## config.mk

```make
export PLATFORM = sky130hd
export DESIGN_NAME = fragment_convert_top
export DESIGN_NICKNAME = d
export VERILOG_FILES = /design/src/source/attribute_pkg.sv /design/src/source/float_to_fixed.sv /design/src/source/value_delay.sv /design/src/source/attribute_f2x_converter.sv /design/src/source/fragment_convert_top.sv
export SDC_FILE = /design/constraint.sdc
export NUM_CORES = 2
export LEC_CHECK = 0
export ABC_AREA = 1
export BUFFER_PORTS_ARGS = -buffer_cell sky130_fd_sc_hd__buf_2
export CAP_MARGIN = 20
export CORE_MARGIN = 10
export CORE_UTILIZATION = 65
export CTS_CLUSTER_SIZE = 28
export DETAILED_ROUTE_END_ITERATION = 7
export GPL_TIMING_DRIVEN = 0
export PLACE_DENSITY_LB_ADDON = 0.25
export SYNTH_ARGS = -nofsm -noshare
export SYNTH_HDL_FRONTEND = slang
export SYNTH_HIERARCHICAL = 1
export SYNTH_SLANG_ARGS = --single-unit
export TNS_END_PERCENT = 50
```

## constraint.sdc

```tcl
create_clock -name aclk -period 9.08 [get_ports aclk]
set_input_delay 1.362 -clock aclk [delete_from_list [all_inputs] [get_ports aclk]]
set_output_delay 1.362 -clock aclk [all_outputs]
set_load 0.1 [all_outputs]
```

## src/source/attribute_pkg.sv

```systemverilog
// Shared widths, fixed-point formats and fragment structs of the attribute converter
package attribute_pkg;

    ////////////////////////////////////////////////////////////
    // Widths
    ////////////////////////////////////////////////////////////
    localparam int FLOAT_SIZE       = 32;
    localparam int FIXED_SIZE       = 32;
    localparam int SCREEN_POS_WIDTH = 11;
    localparam int INDEX_WIDTH      = 32;
    localparam int KEEP_WIDTH       = 1;
    localparam int SUB_PIXEL_WIDTH  = 8;

    // Fraction bits of the fixed-point results
    localparam int DEPTH_FRAC = 16;
    localparam int TEX_FRAC   = 15;
    localparam int COLOR_FRAC = 16;

    // Converter latency in clocks
    localparam int CONV_DELAY = 2;

    ////////////////////////////////////////////////////////////
    // Single-precision layout
    ////////////////////////////////////////////////////////////
    localparam int MANT_WIDTH  = 23;
    localparam int EXP_WIDTH   = 8;
    localparam int EXP_BIAS    = 127;
    localparam int SHIFT_WIDTH = 10;

    // Largest left shift of the 24 bit mantissa that still fits below the sign bit
    localparam int MAX_LEFT_SHIFT = FIXED_SIZE - 2 - MANT_WIDTH;

    // Saturation limits
    localparam logic [FIXED_SIZE-1:0] FIXED_MAX = {1'b0, {(FIXED_SIZE - 1){1'b1}}};
    localparam logic [FIXED_SIZE-1:0] FIXED_MIN = {1'b1, {(FIXED_SIZE - 1){1'b0}}};

    ////////////////////////////////////////////////////////////
    // Fragment structs
    ////////////////////////////////////////////////////////////
    typedef struct packed {
        logic [FLOAT_SIZE-1:0] texture_s;
        logic [FLOAT_SIZE-1:0] texture_t;
        logic [FLOAT_SIZE-1:0] mipmap_s;
        logic [FLOAT_SIZE-1:0] mipmap_t;
    } tmu_float_t;

    // All four coordinates in S16.15
    typedef struct packed {
        logic signed [FIXED_SIZE-1:0] texture_s;
        logic signed [FIXED_SIZE-1:0] texture_t;
        logic signed [FIXED_SIZE-1:0] mipmap_s;
        logic signed [FIXED_SIZE-1:0] mipmap_t;
    } tmu_fixed_t;

    typedef struct packed {
        logic [FLOAT_SIZE-1:0] r;
        logic [FLOAT_SIZE-1:0] g;
        logic [FLOAT_SIZE-1:0] b;
        logic [FLOAT_SIZE-1:0] a;
    } color_float_t;

    typedef struct packed {
        logic [SUB_PIXEL_WIDTH-1:0] r;
        logic [SUB_PIXEL_WIDTH-1:0] g;
        logic [SUB_PIXEL_WIDTH-1:0] b;
        logic [SUB_PIXEL_WIDTH-1:0] a;
    } color_fixed_t;

    typedef struct packed {
        logic                          last;
        logic [KEEP_WIDTH-1:0]         keep;
        logic [SCREEN_POS_WIDTH-1:0]   spx;
        logic [SCREEN_POS_WIDTH-1:0]   spy;
        logic [INDEX_WIDTH-1:0]        index;
        logic [FLOAT_SIZE-1:0]         depth_w;
        logic [FLOAT_SIZE-1:0]         depth_z;
        tmu_float_t                    tmu0;
        tmu_float_t                    tmu1;
        color_float_t                  color;
    } fragment_float_t;

    // Depth w stays a float, depth z is Q16.16
    typedef struct packed {
        logic                          last;
        logic [KEEP_WIDTH-1:0]         keep;
        logic [SCREEN_POS_WIDTH-1:0]   spx;
        logic [SCREEN_POS_WIDTH-1:0]   spy;
        logic [INDEX_WIDTH-1:0]        index;
        logic [FLOAT_SIZE-1:0]         depth_w;
        logic signed [FIXED_SIZE-1:0]  depth_z;
        tmu_fixed_t                    tmu0;
        tmu_fixed_t                    tmu1;
        color_fixed_t                  color;
    } fragment_fixed_t;

endpackage

```

## src/source/float_to_fixed.sv

```systemverilog
// Two-stage single-precision to signed fixed-point converter with saturation
`timescale 1ns/1ps

module float_to_fixed
    import attribute_pkg::*;
#(
    parameter int FRAC = 16
)
(
    input  logic                         aclk,
    input  logic [FLOAT_SIZE-1:0]        in_float,
    output logic signed [FIXED_SIZE-1:0] out_fixed
);

    ////////////////////////////////////////////////////////////
    // Stage 1 unpack and classify
    ////////////////////////////////////////////////////////////
    logic                          sign_d;
    logic [EXP_WIDTH-1:0]          exp_d;
    logic [MANT_WIDTH:0]           mant_d;
    logic signed [SHIFT_WIDTH-1:0] shift_d;
    logic                          overflow_d;
    logic                          zero_d;

    assign sign_d = in_float[FLOAT_SIZE-1];
    assign exp_d  = in_float[FLOAT_SIZE-2 -: EXP_WIDTH];

    // Hidden one restored
    assign mant_d = {1'b1, in_float[MANT_WIDTH-1:0]};

    // Position of the binary point relative to the mantissa LSB
    assign shift_d = $signed({{(SHIFT_WIDTH - EXP_WIDTH){1'b0}}, exp_d})
                   - SHIFT_WIDTH'(EXP_BIAS + MANT_WIDTH - FRAC);

    // Infinity and NaN saturate like any value too large for the result
    assign overflow_d = (exp_d == '1) || (shift_d > MAX_LEFT_SHIFT);

    // Zero and denormals, and values shifted out completely
    assign zero_d = (exp_d == '0) || (shift_d <= -(MANT_WIDTH + 1));

    logic                          sign_q;
    logic [MANT_WIDTH:0]           mant_q;
    logic signed [SHIFT_WIDTH-1:0] shift_q;
    logic                          overflow_q;
    logic                          zero_q;

    always_ff @(posedge aclk)
    begin
        sign_q     <= sign_d;
        mant_q     <= mant_d;
        shift_q    <= shift_d;
        overflow_q <= overflow_d;
        zero_q     <= zero_d;
    end

    ////////////////////////////////////////////////////////////
    // Stage 2 shift, negate and saturate
    ////////////////////////////////////////////////////////////
    logic [SHIFT_WIDTH-1:0] right_amount;
    logic [FIXED_SIZE-1:0]  magnitude;
    logic [FIXED_SIZE-1:0]  result;

    assign right_amount = SHIFT_WIDTH'(-shift_q);

    always_comb
    begin
        if (shift_q >= 0)
        begin
            magnitude = FIXED_SIZE'(mant_q) << shift_q;
        end
        else
        begin
            // Dropping the low bits truncates toward zero
            magnitude = FIXED_SIZE'(mant_q) >> right_amount;
        end
    end

    always_comb
    begin
        if (overflow_q)
        begin
            result = sign_q ? FIXED_MIN : FIXED_MAX;
        end
        else if (zero_q)
        begin
            result = '0;
        end
        else if (sign_q)
        begin
            result = -magnitude;
        end
        else
        begin
            result = magnitude;
        end
    end

    always_ff @(posedge aclk)
    begin
        out_fixed <= result;
    end

    // Saturated output keeps the sign of the input
    assert_overflow_sign: assert property (
        @(posedge aclk) overflow_q |=>
            (out_fixed[FIXED_SIZE-1] == $past(in_float[FLOAT_SIZE-1], 2))
    );

endmodule

```

## src/source/value_delay.sv

```systemverilog
// Resettable register chain delaying a value by a fixed number of clocks
`timescale 1ns/1ps

module value_delay
#(
    parameter int WIDTH = 1,
    parameter int DELAY = 2
)
(
    input  logic             aclk,
    input  logic             reset,
    input  logic [WIDTH-1:0] in_value,
    output logic [WIDTH-1:0] out_value
);

    logic [WIDTH-1:0] stages [DELAY];

    always_ff @(posedge aclk)
    begin
        if (reset)
        begin
            for (int i = 0; i < DELAY; i++)
            begin
                stages[i] <= '0;
            end
        end
        else
        begin
            stages[0] <= in_value;
            // Shift toward the output
            for (int i = 1; i < DELAY; i++)
            begin
                stages[i] <= stages[i - 1];
            end
        end
    end

    assign out_value = stages[DELAY - 1];

endmodule

```

## src/source/attribute_f2x_converter.sv

```systemverilog
// Converts the float attributes of a fragment into pixel pipeline fixed formats
`timescale 1ns/1ps

module attribute_f2x_converter
    import attribute_pkg::*;
(
    input  logic            aclk,
    input  logic            reset,
    input  logic            in_valid,
    input  fragment_float_t in_frag,
    output logic            out_valid,
    output fragment_fixed_t out_frag
);

    // Anything with integer bits set clamps to 1.0
    function automatic logic [SUB_PIXEL_WIDTH-1:0] saturate_color(
        input logic [FIXED_SIZE-1:0] value
    );
        if (|value[FIXED_SIZE-1:COLOR_FRAC])
        begin
            return '1;
        end
        return value[COLOR_FRAC-SUB_PIXEL_WIDTH +: SUB_PIXEL_WIDTH];
    endfunction

    ////////////////////////////////////////////////////////////
    // Pass-through fields
    ////////////////////////////////////////////////////////////
    value_delay #(.WIDTH(1), .DELAY(CONV_DELAY)) valid_delay_inst (
        .aclk(aclk), .reset(reset), .in_value(in_valid), .out_value(out_valid)
    );
    value_delay #(.WIDTH(1), .DELAY(CONV_DELAY)) last_delay_inst (
        .aclk(aclk), .reset(reset), .in_value(in_frag.last), .out_value(out_frag.last)
    );
    value_delay #(.WIDTH(KEEP_WIDTH), .DELAY(CONV_DELAY)) keep_delay_inst (
        .aclk(aclk), .reset(reset), .in_value(in_frag.keep), .out_value(out_frag.keep)
    );
    value_delay #(.WIDTH(SCREEN_POS_WIDTH), .DELAY(CONV_DELAY)) spx_delay_inst (
        .aclk(aclk), .reset(reset), .in_value(in_frag.spx), .out_value(out_frag.spx)
    );
    value_delay #(.WIDTH(SCREEN_POS_WIDTH), .DELAY(CONV_DELAY)) spy_delay_inst (
        .aclk(aclk), .reset(reset), .in_value(in_frag.spy), .out_value(out_frag.spy)
    );
    value_delay #(.WIDTH(INDEX_WIDTH), .DELAY(CONV_DELAY)) index_delay_inst (
        .aclk(aclk), .reset(reset), .in_value(in_frag.index), .out_value(out_frag.index)
    );
    // Depth w is used as a float further down
    value_delay #(.WIDTH(FLOAT_SIZE), .DELAY(CONV_DELAY)) depth_w_delay_inst (
        .aclk(aclk), .reset(reset), .in_value(in_frag.depth_w), .out_value(out_frag.depth_w)
    );

    ////////////////////////////////////////////////////////////
    // Depth z and texture coordinates
    ////////////////////////////////////////////////////////////
    float_to_fixed #(.FRAC(DEPTH_FRAC)) depth_z_inst (
        .aclk(aclk), .in_float(in_frag.depth_z), .out_fixed(out_frag.depth_z)
    );

    // TMU0
    float_to_fixed #(.FRAC(TEX_FRAC)) tmu0_texture_s_inst (
        .aclk(aclk), .in_float(in_frag.tmu0.texture_s), .out_fixed(out_frag.tmu0.texture_s)
    );
    float_to_fixed #(.FRAC(TEX_FRAC)) tmu0_texture_t_inst (
        .aclk(aclk), .in_float(in_frag.tmu0.texture_t), .out_fixed(out_frag.tmu0.texture_t)
    );
    float_to_fixed #(.FRAC(TEX_FRAC)) tmu0_mipmap_s_inst (
        .aclk(aclk), .in_float(in_frag.tmu0.mipmap_s), .out_fixed(out_frag.tmu0.mipmap_s)
    );
    float_to_fixed #(.FRAC(TEX_FRAC)) tmu0_mipmap_t_inst (
        .aclk(aclk), .in_float(in_frag.tmu0.mipmap_t), .out_fixed(out_frag.tmu0.mipmap_t)
    );

    // TMU1
    float_to_fixed #(.FRAC(TEX_FRAC)) tmu1_texture_s_inst (
        .aclk(aclk), .in_float(in_frag.tmu1.texture_s), .out_fixed(out_frag.tmu1.texture_s)
    );
    float_to_fixed #(.FRAC(TEX_FRAC)) tmu1_texture_t_inst (
        .aclk(aclk), .in_float(in_frag.tmu1.texture_t), .out_fixed(out_frag.tmu1.texture_t)
    );
    float_to_fixed #(.FRAC(TEX_FRAC)) tmu1_mipmap_s_inst (
        .aclk(aclk), .in_float(in_frag.tmu1.mipmap_s), .out_fixed(out_frag.tmu1.mipmap_s)
    );
    float_to_fixed #(.FRAC(TEX_FRAC)) tmu1_mipmap_t_inst (
        .aclk(aclk), .in_float(in_frag.tmu1.mipmap_t), .out_fixed(out_frag.tmu1.mipmap_t)
    );

    ////////////////////////////////////////////////////////////
    // Colours
    ////////////////////////////////////////////////////////////
    logic [FLOAT_SIZE-1:0]        color_float [4];
    logic signed [FIXED_SIZE-1:0] color_q16   [4];

    // Channel order r, g, b, a
    assign color_float[0] = in_frag.color.r;
    assign color_float[1] = in_frag.color.g;
    assign color_float[2] = in_frag.color.b;
    assign color_float[3] = in_frag.color.a;

    for (genvar c = 0; c < 4; c++)
    begin : g_color
        float_to_fixed #(.FRAC(COLOR_FRAC)) color_inst (
            .aclk(aclk), .in_float(color_float[c]), .out_fixed(color_q16[c])
        );
    end

    // Negative values have the upper bits set and clamp as well
    assign out_frag.color.r = saturate_color(color_q16[0]);
    assign out_frag.color.g = saturate_color(color_q16[1]);
    assign out_frag.color.b = saturate_color(color_q16[2]);
    assign out_frag.color.a = saturate_color(color_q16[3]);

    // Output strobe follows the input strobe after the pipeline depth
    assert_valid_latency: assert property (
        @(posedge aclk) disable iff (reset)
        (!$past(reset, 1) && !$past(reset, 2)) |-> (out_valid == $past(in_valid, CONV_DELAY))
    );

endmodule

```

## src/source/fragment_convert_top.sv

```systemverilog
// Top level of the fragment attribute conversion subsystem
`timescale 1ns/1ps

module fragment_convert_top
    import attribute_pkg::*;
(
    input  logic            aclk,
    input  logic            reset,

    // Fragment stream from the rasterizer
    input  logic            in_valid,
    input  fragment_float_t in_frag,

    // Fixed-point fragment stream to the pixel pipeline
    output logic            out_valid,
    output fragment_fixed_t out_frag
);

    logic            conv_valid;
    fragment_fixed_t conv_frag;

    attribute_f2x_converter attribute_f2x_converter_inst (
        .aclk      (aclk),
        .reset     (reset),
        .in_valid  (in_valid),
        .in_frag   (in_frag),
        .out_valid (conv_valid),
        .out_frag  (conv_frag)
    );

    assign out_valid = conv_valid;
    assign out_frag  = conv_frag;

endmodule

```

==> out/metrics.yaml <==
cells_and_area:
  areaGrowthSynthToFinish_pct: 12.86
  multi_input_area_sq_um: 53490
  drive_gt1_share_pct: 15.87
  final_nets: 15860
  ff_latch_area_sq_um: 20360
  fill_cells: 11060
  fin_area_sq_um: 94030
outcome:
  status: "finished with violations"
  violations: "DRC"
setup_path:
  crit_cells: 24
  critPathBufInv: 7
  cp_max_fo: 10
  worstPathCellList: "inv_2, buf_2, buf_2, buf_1, ha_1, nand3_1, nor2_1, ha_1, nor2_1, nor2_1, inv_1, nor2_1, clkbuf_1, nand4_1, nand2_1, inv_2, ha_1, nand3_1, nor2_2, nand2_2, nand2_2, nand2_4, o21ai_0, o21ai_0"
  cp-start-kind: "flip-flop"
  worstSetupEndpointType: "flip-flop"
  cp_data_arrival_time_ps: 5910
  required_ps: 9700
  critPathTopFamily: "simple AND/OR/NAND/NOR gates"
  rrSetupSlack_ps: 3790
  path_class: "flip-flop to flip-flop"
  critPathMostFrequentCell: "nor2_1"
  cpMaxStageDelayCell: "o21ai_0"
  critPathMaxStageDelay_ps: 570
  r2r_cells: 24
logic_synthesis:
  synth.net_count: 14840
  syn_avg_cell_area_sq_um: 5.846
  netlist_instances: 14250
  yosysWarnings: 6
  synth_area_sq_um: 83320
timing:
  max-slew-margin-rel_pct: 49.76
  tns_ps: 0
  clock.fmax_mhz: 188.9
  layout_setup_ws_ps: 3786
  rsz0062_at_grt: "no"
  finClkSkew_ps: 35.78
  period_share_pct: 58.30
  worst_pin_slew_ps: 745.7
  setup_viol: 0
  drv_slew: 0
  fin_crit_ps: 5294
  final-hold-violation-count: 0
routing:
  wirelength_microns: 346700
  final_antenna_net_count: 0
  drtPass1Iterations: 8
  drcViolationCount: 31
  drt_iter0_drc: 16250
  routed_via_density: 6.138
  wire_per_inst_microns: 20.29
  vias: 104900
clock_tree:
  cts_resized: 0
  htreeDepth: 3
  cts.sinks: 1017
  clk_path_buf_depth: 3
  cts_tree: "yes"
  cts_made_buffers: 105
  cts_hold_buf: 0
  cts_root_buf: "clkbuf_16"
  path_clk_slew_ps: 70
  postCtsSetupRepairBufs: 0
  clock_latency_ps: 790
floorplanning:
  die_h_microns: 378.0
  row_count: 131
  io_pins: 916
  start_util_pct: 65.34
  die_w_microns: 378.0
  coreArea_sq_um: 127500
  dieArea_sq_um: 142900
global_routing:
  track_usage_pct: 45.42
  grt_pass1_wl_microns: 523700
  antenna_found_initial: 79
  grt_overflow: 0
  grt_pass1_vias: 95020
  grt_max_degree: 17
pwr:
  leakage_uw: 0.04723
  p_per_area_nw_per_um2: 194.6
  ir_drop_v: 0.0002329
placement:
  dp_hpwl_microns: 270000
  gp_congestion: 1.152
  pre_cts_ws_ps: 4243
  io_buffers: 915
  placed_area_sq_um: 89980
min_path:
  hold_path.class: "flip-flop to flip-flop"
job:
  cap_violations: 0
## per-layer routing
metal  GRT usage (%)  up-vias  routed length (microns)
met5               0        -                      227
met4           33.99       38                    31970
met3           13.89     2003                    46870
met2           69.54     8241                   145500
met1           53.26    45880                   122200
li1                -    48730                        -
## worst min-delay path by stage
| stage | start | to | slack [ps] | cells after the start |
|---|---|---|---|---|
| 6_report | flip-flop | flip-flop | 400 | 2 |
| 5_1_grt | flip-flop | flip-flop | 410 | 2 |
| 2_1_floorplan | flip-flop | flip-flop | 390 | 2 |
| 4_1_cts | flip-flop | flip-flop | 400 | 2 |
| 3_5_place_dp | flip-flop | flip-flop | 390 | 2 |
| 3_3_place_gp | flip-flop | flip-flop | 390 | 2 |
## where the power goes
group / internal [uW] / switching [uW]
Combinational: 2040 / 6130
Sequential: 4890 / 331
Clock: 2820 / 2090
Total: 9750 / 8550
## through the flow
stage	util (%)	std cells	power, uW	hold slack (ps)
5_1_grt	73.68	17060	19030	414.4
2_1_floorplan	-	14250	11190	388.3
4_1_cts	73.62	17030	17960	404.1
3_3_place_gp	70.56	16830	13000	388.7
6_report	73.74	17090	18290	395.1
3_5_place_dp	70.56	16830	13080	392.4
## cell usage in the layout, fill, tap and decap left out, types with 17 or more instances in the layout
| master | count |
|---|---|
| a21oi_1 | 422 |
| a21oi_2 | 57 |
| a31oi_1 | 29 |
| buf_1 | 93 |
| buf_2 | 1162 |
| buf_4 | 109 |
| buf_6 | 84 |
| bufinv_16 | 20 |
| clkbuf_1 | 305 |
| clkbuf_16 | 105 |
| clkinv_1 | 55 |
| dfxtp_1 | 1017 |
| diode_2 | 63 |
| ha_1 | 81 |
| inv_1 | 1142 |
| inv_2 | 131 |
| mux2i_1 | 23 |
| nand2_1 | 4337 |
| nand2_2 | 207 |
| nand2_4 | 30 |
| nand3_1 | 1990 |
| nand3_2 | 63 |
| nand3b_1 | 36 |
| nand4_1 | 388 |
| nor2_1 | 1220 |
| nor2_2 | 172 |
| nor2_4 | 79 |
| nor3_1 | 88 |
| nor4_1 | 17 |
| o211ai_1 | 49 |
| o21ai_0 | 910 |
| o21ai_1 | 418 |
| o21ai_2 | 42 |
| o22ai_1 | 20 |
| o31ai_1 | 49 |
| or2_1 | 35 |
| or2_2 | 28 |
| xnor2_1 | 20 |
| xor2_1 | 63 |
## flip-flops by register name, indices dropped and copies added, names as in the netlist, 36 cells and up
name                                                       cells
attribute_f2x_converter_inst/g_color.color_inst/shift_q       36
attribute_f2x_converter_inst/g_color.color_inst/out_fixed     96
attribute_f2x_converter_inst/index_delay_inst/stages          64
attribute_f2x_converter_inst/depth_w_delay_inst/stages        64
attribute_f2x_converter_inst/g_color.color_inst/mant_q        92
## worst register-to-register path: stages, from the launching register on
cell      delay [ps]
dfxtp_1          340
inv_2            100
buf_2            230
buf_2            250
buf_1            390
ha_1             380
nand3_1          160
nor2_1           140
ha_1             190
nor2_1            50
nor2_1           330
inv_1            210
nor2_1           190
clkbuf_1         440
nand4_1          220
nand2_1          190
inv_2             70
ha_1             180
nand3_1          100
nor2_2            60
nand2_2           50
nand2_2          100
nand2_4          120
o21ai_0           70
o21ai_0          570
## cell type report
| type | instances | area share, % |
|---|---|---|
| inverter | 1332 | 5.328 |
| buffer | 830 | 4.748 |
| multi-input combinational | 11070 | 56.88 |
| clock inverter | 75 | 1.184 |
| antenna | 63 | 0.1677 |
| tap | 1662 | 2.211 |
| clock buffer | 122 | 2.958 |
| sequential | 1017 | 21.65 |
| timing repair buffer | 915 | 4.870 |
No activity file was read; power rests on OpenSTA's default activity.
